[src/common/uart_state_pkg.sv]
/*
 * FSM encodings for both UART halves and the status word layout.
 */
package uart_state_pkg;

    // Receiver FSM
    typedef enum logic [1:0] {
        RX_IDLE  = 2'b00,
        RX_START = 2'b01,
        RX_DATA  = 2'b10,
        RX_STOP  = 2'b11
    } uart_rx_state_e;

    // Transmitter FSM
    typedef enum logic [1:0] {
        TX_IDLE  = 2'b00,
        TX_START = 2'b01,
        TX_DATA  = 2'b10,
        TX_STOP  = 2'b11
    } uart_tx_state_e;

    // Status word seen by the host
    typedef struct packed {
        // Holding register has an unread word
        logic rx_ready;
        // A word arrived while the previous one was unread
        logic overrun;
        // Stop bit was sampled low
        logic frame_err;
        // Transmitter is sending a frame
        logic tx_busy;
    } uart_status_t;

endpackage

[src/common/uart_cfg_pkg.sv]
/*
 * Width and type definitions for the UART datapath.
 * Import wherever divisor or bit counters are declared.
 */
package uart_cfg_pkg;

    // Baud divisor, given in clock cycles per bit
    localparam int unsigned UART_DIV_W = 16;

    // Data bit counter, wide enough for up to 15 bits
    localparam int unsigned UART_BIT_CNT_W = 4;

    // Word width used when the top level is not overridden
    localparam int unsigned UART_DEFAULT_DATA_BITS = 8;

    // Cycles per bit, also used for the sample counters
    typedef logic [UART_DIV_W-1:0] baud_div_t;

    // Data bits still to go in the current frame
    typedef logic [UART_BIT_CNT_W-1:0] bit_cnt_t;

endpackage
[src/source/uart_core.sv]
/*
 * UART top level. Receiver, transmitter and status unit side by side,
 * sharing one run-time baud divisor.
 */
module uart_core #(
    parameter int unsigned DATA_BITS = uart_cfg_pkg::UART_DEFAULT_DATA_BITS
) (
    input  logic                          clk,
    input  logic                          rst_n,
    // Serial lines
    input  logic                          rx_i,
    output logic                          tx_o,
    // Cycles per bit, at least 4
    input  uart_cfg_pkg::baud_div_t       baud_div_i,
    // Transmit request, ignored while busy
    input  logic                          tx_start_i,
    input  logic [DATA_BITS-1:0]          tx_data_i,
    // Host side of the receive path
    input  logic                          rd_ack_i,
    input  logic                          clr_err_i,
    output logic [DATA_BITS-1:0]          rx_data_o,
    output uart_state_pkg::uart_status_t  status_o
);

    logic                  rx_valid;
    logic                  rx_frame_err;
    logic [DATA_BITS-1:0]  rx_word;
    logic                  tx_busy;

    uart_rx #(.DATA_BITS(DATA_BITS)) u_rx (
        .clk         (clk),
        .rst_n       (rst_n),
        .rx_i        (rx_i),
        .baud_div_i  (baud_div_i),
        .rx_data_o   (rx_word),
        .valid_o     (rx_valid),
        .frame_err_o (rx_frame_err)
    );

    uart_tx #(.DATA_BITS(DATA_BITS)) u_tx (
        .clk        (clk),
        .rst_n      (rst_n),
        .start_i    (tx_start_i),
        .data_i     (tx_data_i),
        .baud_div_i (baud_div_i),
        .tx_o       (tx_o),
        .busy_o     (tx_busy)
    );

    uart_status #(.DATA_BITS(DATA_BITS)) u_status (
        .clk            (clk),
        .rst_n          (rst_n),
        .rx_valid_i     (rx_valid),
        .rx_frame_err_i (rx_frame_err),
        .rx_data_i      (rx_word),
        .tx_busy_i      (tx_busy),
        .rd_ack_i       (rd_ack_i),
        .clr_err_i      (clr_err_i),
        .rx_data_o      (rx_data_o),
        .status_o       (status_o)
    );

endmodule

[src/source/uart_status.sv]
/*
 * Receive holding register with ready flag, sticky error flags and
 * transmitter activity, reported together as one status word.
 */
module uart_status #(
    parameter int unsigned DATA_BITS = uart_cfg_pkg::UART_DEFAULT_DATA_BITS
) (
    input  logic                          clk,
    input  logic                          rst_n,
    input  logic                          rx_valid_i,
    input  logic                          rx_frame_err_i,
    input  logic [DATA_BITS-1:0]          rx_data_i,
    input  logic                          tx_busy_i,
    input  logic                          rd_ack_i,
    input  logic                          clr_err_i,
    output logic [DATA_BITS-1:0]          rx_data_o,
    output uart_state_pkg::uart_status_t  status_o
);

    logic [DATA_BITS-1:0]  hold_ff;
    logic                  ready_ff;
    logic                  overrun_ff;
    logic                  frame_err_ff;

    // Holding register, written on every good frame
    always_ff @(posedge clk or negedge rst_n) begin
        if (!rst_n) begin
            hold_ff <= '0;
        end else if (rx_valid_i) begin
            hold_ff <= rx_data_i;
        end
    end

    // Flags; a set in the same cycle as a clear takes priority
    always_ff @(posedge clk or negedge rst_n) begin
        if (!rst_n) begin
            ready_ff     <= 1'b0;
            overrun_ff   <= 1'b0;
            frame_err_ff <= 1'b0;
        end else begin
            if (rx_valid_i) begin
                ready_ff <= 1'b1;
            end else if (rd_ack_i) begin
                ready_ff <= 1'b0;
            end

            // New word while the old one is still unread
            if (rx_valid_i && ready_ff) begin
                overrun_ff <= 1'b1;
            end else if (clr_err_i) begin
                overrun_ff <= 1'b0;
            end

            if (rx_frame_err_i) begin
                frame_err_ff <= 1'b1;
            end else if (clr_err_i) begin
                frame_err_ff <= 1'b0;
            end
        end
    end

    assign rx_data_o = hold_ff;

    always_comb begin
        status_o.rx_ready  = ready_ff;
        status_o.overrun   = overrun_ff;
        status_o.frame_err = frame_err_ff;
        status_o.tx_busy   = tx_busy_i;
    end

endmodule

[src/source/uart_tx.sv]
/*
 * UART transmitter. A start strobe while idle sends one frame:
 * start bit, data bits LSB first, one stop bit. Strobes while busy are dropped.
 */
module uart_tx #(
    parameter int unsigned DATA_BITS = uart_cfg_pkg::UART_DEFAULT_DATA_BITS
) (
    input  logic                      clk,
    input  logic                      rst_n,
    input  logic                      start_i,
    input  logic [DATA_BITS-1:0]      data_i,
    input  uart_cfg_pkg::baud_div_t   baud_div_i,
    output logic                      tx_o,
    output logic                      busy_o
);
    import uart_cfg_pkg::*;
    import uart_state_pkg::*;

    uart_tx_state_e        state_ff, state_next;
    baud_div_t             cnt_ff, cnt_next;
    bit_cnt_t              bit_cnt_ff, bit_cnt_next;
    logic [DATA_BITS-1:0]  shift_ff, shift_next;
    logic                  tx_ff, tx_next;
    logic                  bit_end;

    // Last cycle of the current bit period
    assign bit_end = (cnt_ff == baud_div_t'(1));

    always_comb begin
        state_next   = state_ff;
        cnt_next     = cnt_ff - 1'b1;
        bit_cnt_next = bit_cnt_ff;
        shift_next   = shift_ff;
        tx_next      = tx_ff;

        case (state_ff)
            TX_IDLE: begin
                cnt_next = cnt_ff;
                tx_next  = 1'b1;
                if (start_i) begin
                    state_next = TX_START;
                    shift_next = data_i;
                    cnt_next   = baud_div_i;
                    tx_next    = 1'b0;
                end
            end

            TX_START: begin
                if (bit_end) begin
                    state_next   = TX_DATA;
                    cnt_next     = baud_div_i;
                    bit_cnt_next = bit_cnt_t'(DATA_BITS);
                    tx_next      = shift_ff[0];
                    shift_next   = {1'b0, shift_ff[DATA_BITS-1:1]};
                end
            end

            TX_DATA: begin
                if (bit_end) begin
                    cnt_next     = baud_div_i;
                    bit_cnt_next = bit_cnt_ff - 1'b1;
                    if (bit_cnt_ff == bit_cnt_t'(1)) begin
                        state_next = TX_STOP;
                        tx_next    = 1'b1;
                    end else begin
                        tx_next    = shift_ff[0];
                        shift_next = {1'b0, shift_ff[DATA_BITS-1:1]};
                    end
                end
            end

            TX_STOP: begin
                // Line is already high, just hold it for one bit time
                if (bit_end) begin
                    state_next = TX_IDLE;
                end
            end

            default: begin
                state_next = TX_IDLE;
            end
        endcase
    end

    always_ff @(posedge clk or negedge rst_n) begin
        if (!rst_n) begin
            state_ff   <= TX_IDLE;
            cnt_ff     <= '0;
            bit_cnt_ff <= '0;
            tx_ff      <= 1'b1;
        end else begin
            state_ff   <= state_next;
            cnt_ff     <= cnt_next;
            bit_cnt_ff <= bit_cnt_next;
            tx_ff      <= tx_next;
        end
    end

    // Outgoing word, loaded on an accepted start
    always_ff @(posedge clk) begin
        shift_ff <= shift_next;
    end

    assign tx_o   = tx_ff;
    assign busy_o = (state_ff != TX_IDLE);

endmodule

[src/source/uart_rx.sv]
/*
 * UART receiver. Finds the start bit, samples each bit mid-period and
 * checks the stop bit, then pulses valid_o or frame_err_o for one cycle.
 */
module uart_rx #(
    parameter int unsigned DATA_BITS = uart_cfg_pkg::UART_DEFAULT_DATA_BITS
) (
    input  logic                      clk,
    input  logic                      rst_n,
    input  logic                      rx_i,
    input  uart_cfg_pkg::baud_div_t   baud_div_i,
    output logic [DATA_BITS-1:0]      rx_data_o,
    output logic                      valid_o,
    output logic                      frame_err_o
);
    import uart_cfg_pkg::*;
    import uart_state_pkg::*;

    logic                  rx_meta;
    logic                  rx_sync;

    uart_rx_state_e        state_ff, state_next;
    baud_div_t             sample_cnt_ff, sample_cnt_next;
    baud_div_t             mid_cnt_ff, mid_cnt_next;
    bit_cnt_t              bit_cnt_ff, bit_cnt_next;
    logic [DATA_BITS-1:0]  shift_ff, shift_next;
    logic                  valid_ff, valid_next;
    logic                  frame_err_ff, frame_err_next;

    baud_div_t             half_div;
    logic                  sample_pulse;
    logic                  mid_point;

    // Two-flop synchronizer on the incoming line
    always_ff @(posedge clk) begin
        rx_meta <= rx_i;
        rx_sync <= rx_meta;
    end

    assign half_div     = baud_div_i >> 1;
    assign sample_pulse = (sample_cnt_ff == baud_div_t'(1));
    // Middle of the start bit, counted from the first low sample
    assign mid_point    = (mid_cnt_ff == half_div);

    always_comb begin
        state_next      = state_ff;
        sample_cnt_next = sample_cnt_ff;
        mid_cnt_next    = mid_cnt_ff;
        bit_cnt_next    = bit_cnt_ff;
        shift_next      = shift_ff;
        valid_next      = 1'b0;
        frame_err_next  = 1'b0;

        case (state_ff)
            RX_IDLE: begin
                mid_cnt_next = '0;
                if (!rx_sync) begin
                    state_next = RX_START;
                end
            end

            RX_START: begin
                if (mid_point) begin
                    // Line back high at mid-point means a glitch, not a start
                    if (rx_sync) begin
                        state_next = RX_IDLE;
                    end else begin
                        state_next      = RX_DATA;
                        sample_cnt_next = baud_div_i;
                        bit_cnt_next    = bit_cnt_t'(DATA_BITS);
                    end
                end else begin
                    mid_cnt_next = mid_cnt_ff + 1'b1;
                end
            end

            RX_DATA: begin
                if (sample_pulse) begin
                    sample_cnt_next = baud_div_i;
                    // LSB arrives first, so shift in at the top
                    shift_next      = {rx_sync, shift_ff[DATA_BITS-1:1]};
                    bit_cnt_next    = bit_cnt_ff - 1'b1;
                    if (bit_cnt_ff == bit_cnt_t'(1)) begin
                        state_next = RX_STOP;
                    end
                end else begin
                    sample_cnt_next = sample_cnt_ff - 1'b1;
                end
            end

            RX_STOP: begin
                if (sample_pulse) begin
                    state_next = RX_IDLE;
                    if (rx_sync) begin
                        valid_next = 1'b1;
                    end else begin
                        frame_err_next = 1'b1;
                    end
                end else begin
                    sample_cnt_next = sample_cnt_ff - 1'b1;
                end
            end

            default: begin
                state_next = RX_IDLE;
            end
        endcase
    end

    always_ff @(posedge clk or negedge rst_n) begin
        if (!rst_n) begin
            state_ff      <= RX_IDLE;
            sample_cnt_ff <= '0;
            mid_cnt_ff    <= '0;
            bit_cnt_ff    <= '0;
            valid_ff      <= 1'b0;
            frame_err_ff  <= 1'b0;
        end else begin
            state_ff      <= state_next;
            sample_cnt_ff <= sample_cnt_next;
            mid_cnt_ff    <= mid_cnt_next;
            bit_cnt_ff    <= bit_cnt_next;
            valid_ff      <= valid_next;
            frame_err_ff  <= frame_err_next;
        end
    end

    // Data shifter
    always_ff @(posedge clk) begin
        shift_ff <= shift_next;
    end

    assign rx_data_o   = shift_ff;
    assign valid_o     = valid_ff;
    assign frame_err_o = frame_err_ff;

endmodule

[config.mk]
export PLATFORM = sky130hd
export DESIGN_NAME = uart_core
export DESIGN_NICKNAME = d
export VERILOG_FILES = /design/src/common/uart_state_pkg.sv /design/src/common/uart_cfg_pkg.sv /design/src/source/uart_core.sv /design/src/source/uart_status.sv /design/src/source/uart_tx.sv /design/src/source/uart_rx.sv
export SDC_FILE = /design/constraint.sdc
export NUM_CORES = 1
export LEC_CHECK = 0
export ABC_CLOCK_PERIOD_IN_PS = 3000
export BUFFER_PORTS_ARGS = -buffer_cell sky130_fd_sc_hd__buf_2
export CORE_MARGIN = 2
export CORE_UTILIZATION = 45
export CTS_BUF_LIST = sky130_fd_sc_hd__clkbuf_16
export DETAILED_ROUTE_END_ITERATION = 10
export RECOVER_POWER = 100
export REMOVE_ABC_BUFFERS = 1
export SLEW_MARGIN = 0
export SYNTH_ARGS = -nofsm -noshare
export SYNTH_HDL_FRONTEND = slang
export SYNTH_SLANG_ARGS = --single-unit
[constraint.sdc]
create_clock -name clk -period 3 [get_ports clk]
set_clock_uncertainty 0.05 [all_clocks]
set_input_delay 0.45 -clock clk [delete_from_list [all_inputs] [get_ports clk]]
set_output_delay 0.45 -clock clk [all_outputs]
set_load 0.1 [all_outputs]
Yosys cells after proc, flatten, opt, wreduce, memory -nomap -nowiden --
Cells that the tools add are included.
Operators by class: bitwise gates (word level) 0, shift operators 0, div/mod/pow operators 0, order comparisons 0, multipliers 0, reduce and logical (&&, ||, !) cells 22, eq/ne operators 25, add/subtract/negate cells 5, muxes and demuxes 51
Operator list (number):
- 16-bit two-way mux | 7
- 16-bit case mux with 2 select lines | 2
- 16-bit case mux with 3 select lines | 1
- 16-bit by 1-bit == test with 1-bit output (second input constant) | 2
- 8-bit two-way mux | 4
- 16-bit by 1-bit subtractor with 16-bit output (second input constant) | 2
- 8-bit case mux with 3 select lines | 1
- 2-bit two-way mux | 11
- 4-bit two-way mux | 5
- 16-bit by 1-bit adder with 16-bit output (second input constant) | 1
- 16-bit by 15-bit == test with 1-bit output | 1
- 2-bit by 1-bit != test with 1-bit output (second input constant) | 8
- 2-bit case mux with 4 select lines | 2
- 4-bit case mux with 2 select lines | 2
- 1-bit two-way mux | 15
- 5-bit AND reduction | 3
- 2-bit nonzero test | 7
- 2-bit != test (second input constant) | 6
- 2-bit == test (second input constant) | 4
- 4-bit by 1-bit == test with 1-bit output (second input constant) | 2
- 4-bit AND reduction | 2
- 4-bit by 1-bit subtractor with 4-bit output (second input constant) | 2
- 3-bit AND reduction | 2
- 3-bit nonzero test | 2
- 6 further kinds | 9
Storage, ports and cells: logic and storage cells 121, RAM bits 0, bits in latches 0, memory bits (read-only) 0, bits of input ports 30, register bits 92, memories 0

Longest topological paths before layout --
depth after elaboration 4, gate-level depth with buffers 11, gate-level depth less buffers 8

By module --
From an unflattened synthesis, not the netlist that was laid out.
Second synthesis, totals: cell total of the unflattened synthesis 527, area total of the unflattened synthesis 5231.3 um^2
Modules (own cells, without submodules):
- uart_rx | cells each 301, area each 2791.4 um^2, instances 1
- uart_tx | cells each 197, area each 1969.4 um^2, instances 1
- uart_status | cells each 29, area each 470.5 um^2, instances 1

Least setup slack after synthesis --
Ideal clock, no wire load.
path kind register to register, start register u_tx.cnt_ff[12], end register u_tx.shift_ff[0] (enable), path buffers 1, cell stages (with the launch flop) 7, path slack 0.510 ns, data required time 2.567 ns, arrival 2.057 ns, clock period less this slack 2.490 ns, cells stage by stage dfrtp_1 or4_1 nand4b_4 buf_6 a21oi_1 nor2_1 nor3_1
On the way: cells in the longest elaborated chain, start to end 3
RTL lines:
- start: declaration | line uart_tx.sv:20 | baud_div_t cnt_ff, cnt_next;
- start signal: assignment | line uart_tx.sv:93 | cnt_ff <= cnt_next;
- 16-bit by 1-bit == test with 1-bit output * | line uart_tx.sv:27 | assign bit_end = (cnt_ff == baud_div_t'(1));
- 2-bit by 1-bit != test with 1-bit output (no source line)
- 5-bit AND reduction (no source line) *
- end signal: assignment | line uart_tx.sv:101 | shift_ff <= shift_next;
- end: declaration | line uart_tx.sv:22 | logic [DATA_BITS-1:0] shift_ff, shift_next;
Mark *: on every way between the ends. The rest lies on a longest branch, timed or not. A chain may end at the register's enable or synchronous reset.

==> metrics.txt <==
grt ovf=0; CTS tree=built; Max Freq=393 MHz; largest net degree at the start of global routing=75; clock slew at reported path FFs=0.07 ns; R2R Setup Slk=0.47 ns; Max stage delay on crit path=0.87 ns; initial antenna violation count=0; setup bufs post-CTS=0; Core Rows=39; outcome=finished, violations left; Synth Area in Simple Gates=20.7%; XOR/XNOR Fraction of Synth Area=2.51%; largest family of logic cells by synthesized area=simple AND/OR/NAND/NOR gates; FF-to-FF path depth=8; post-synthesis mux area share=4.82%; Worst R2R End=u_tx.cnt_ff[10]; Sw Share=29.0%; Combinational Power Share=13.0%; ratio of cells with drive above 1 in the final layout=13.3%; number of nets in the layout=630; Initial Utilization=46.1%; TritonRoute pass-1 iters=5; Max Cap Viol=1; Worst path most repeated cell=inv_1; vias=4312; CP Capture Type=primary output; top post-synthesis cells by area=dfrtp_1, edfxtp_1, ha_1; HP Class=input port to register; final instance area=5790 um^2; wire length per cell=17.0 um; H-tree depth=3; DRT antenna net count=0; Tot Pwr=2.94 mW; CP max FO=5; chip height=112 um; CTS Buf Count=9; clk sinks=92; Mapped Area=5240 um^2; Reg-to-Reg Start=u_tx.cnt_ff[1]; #FFs+latches synth=92; # port buffers=42; Tot GR Track Use=20.6%; Critical Path Source Type=register; internal power=2.09 mW; gp weighted congestion=0.838; Top Ports=43; P&R area growth vs syn=10.5%; Flop pwr share=51.1%; Net Sw Power=0.852 mW; diode count=0; clk buf depth=2; Post-synth EDFFs=16; Max stage delay cell, worst path=clkbuf_1; post-synthesis sequential area ratio=45.3%; RSZ-0062 raised after global routing=no; min Tclk post-route=2.55 ns; YS warnings=0; setup TNS=0 ns; Placed Cells=714; final setup fails=0; Synth Area in Adders=4.30%; Post-CTS Hold Buffers=0; placed cell area=5550 um^2; failing checks=capacitance limit, slew limit; WHS Endpoint=u_rx.rx_meta; vias in the first global route=4114; Synth async-reset ratio=80.4%; # DRC=0; P_leak=2.44 nW; hold depth=1; Final Hold Viols=0; die area=12500 um^2; vias per cell=5.91; clock group share of total power=35.9%; CP arrival=2.05 ns; Core ar.=11400 um^2; hpwl dp=8570 um; Pwr Density=508 nW/um^2; dominant cell type by area after synthesis=dfrtp_1; Compound-Gate Fraction of Synth Area=17.4%; pre-CTS WS=0.480 ns; Root Driver=clkbuf_16; first-pass GRT wire length=20800 um; total wire length=12400 um; Avg Synthesized Cell Area=9.53 um^2; clock latency at the later pin of the worst-skew pair=0.34 ns; Distinct cells, synth=64; Worst Tran Pin Value=1.94 ns; # resized after CTS=0; Gate Count Post-Synth=550; worst path required time=2.50 ns; setup slack after layout=0.454 ns; crit-path cells=inv_1, ha_1, inv_1, clkbuf_1; width of the die=112 um; Worst VDD drop=346 uV; Slew Limit Fails=75; Detailed Route Iter0 Violations=294; final critical-path share of the clock period=84.9%; Most used DFF post-synth=dfrtp_1; hold_sp=rx_i; non-filler cells, final=730; Setup Crit Path Kind=register to primary output; share of the synthesized area in the top cell type=34.9%; max_slew headroom=-29.6%
## layout by cell type (no fill, tap or decap), types with 7 or more instances in the layout
cell / instances
o211ai_1: 7
clkbuf_1: 16
o21ai_0: 37
or4_1: 8
xor2_1: 15
ha_1: 18
edfxtp_1: 16
nand3_1: 22
a21oi_1: 38
o31ai_1: 18
buf_4: 9
dfrtp_1: 73
clkbuf_16: 9
buf_2: 28
nor2_1: 28
nor4_1: 7
mux2_2: 16
and3_1: 9
nand2_1: 56
inv_1: 24
nor3_1: 20
or3_1: 10
## logic make-up (layout without fill, tap and decap cells)
family                   after synthesis  count (layout)
AO/OA/AOI/OAI                        143             143
flip-flops                            92              92
XOR/XNOR                              15              15
adder cells (fa/ha/maj)               18              18
multiplexers                          23              23
AND/OR/NAND/NOR                      202             202
buffers and inverters                 57              94
## power groups by stage
stage                     Clock [mW]  Sequential [mW]  Combinational, mW
final                           1.05             1.50              0.384
after CTS                       1.09             1.50              0.390
after detailed placement           0             1.52              0.386
after global routing            1.13             1.52              0.431
after floorplan                    0             1.53              0.237
after global placement             0             1.51              0.369
## how the worst max path moves through the flow
stage | start | endpoint | slack (ns) | cells past startpoint
detailed placement | baud_div_i[3] | u_rx.sample_cnt_ff[6] | 0.48 | 7
CTS | u_tx.cnt_ff[1] | u_tx.cnt_ff[2] | 0.49 | 8
global placement | baud_div_i[15] | u_rx.sample_cnt_ff[6] | 0.52 | 7
floorplan | baud_div_i[8] | u_rx.mid_cnt_ff[5] | 0.53 | 6
finish | u_tx.state_ff[0] | status_o[0] | 0.45 | 4
global route | u_tx.cnt_ff[1] | u_tx.shift_ff[4] | 0.17 | 8
## cell type report
| class | instances | area, um^2 |
|---|---|---|
| fill | 1093 | 5580 |
| sequential | 92 | 2370 |
| multi-input combinational | 401 | 2600 |
| clock inverter | 7 | 43.8 |
| tap | 143 | 179 |
| inverter | 24 | 90.1 |
| clock buffer | 9 | 225 |
| timing repair buffer | 54 | 273 |
## registers in the layout, indices dropped and copies added (netlist names), 2 cells and up, named ones only
name and cells:
u_rx.mid_cnt_ff 16, u_rx.sample_cnt_ff 16, u_tx.cnt_ff 16, u_rx.rx_data_o 8, u_status.rx_data_o 8, u_tx.shift_ff 8, u_rx.bit_cnt_ff 4, u_tx.bit_cnt_ff 4
u_tx.state_ff 2
## stage by stage
step	utilization (%)	hold WS (ns)
after floorplan	-	0.104
after global placement	48.8	0.263
after detailed placement	48.8	0.262
after CTS	51.2	0.144
after global routing	50.9	0.147
final	50.9	0.157
## per-layer routing
metal	vias up	GRT usage [%]	routed length (um)
met5	-	0	0
met4	0	8.89	287
met3	18	3.59	532
met2	104	33.0	5970
met1	2116	27.8	5620
li1	2074	-	-
## Yosys cell counts, drive strengths merged, types with 6 or more instances
library cell   n
nor3b          6
edfxtp        16
nor2b          6
xor2          15
nand3         22
dfrtp         73
o31ai         18
clkbuf        19
o21ai         39
ha            18
nor3          20
o211ai         7
nand2         57
mux2          18
nor2          28
and3           9
inv           24
or3           10
nor4          10
nand2b         6
or4            8
buf           14
a21oi         39
## critical path: cells and delay by family, from the launching register on
family | cells | cell delay (ns)
flops | 1 | 0.39
fa+ha+maj | 1 | 0.26
buf+inv | 3 | 1.05
(Power assumes the default switching activity.)
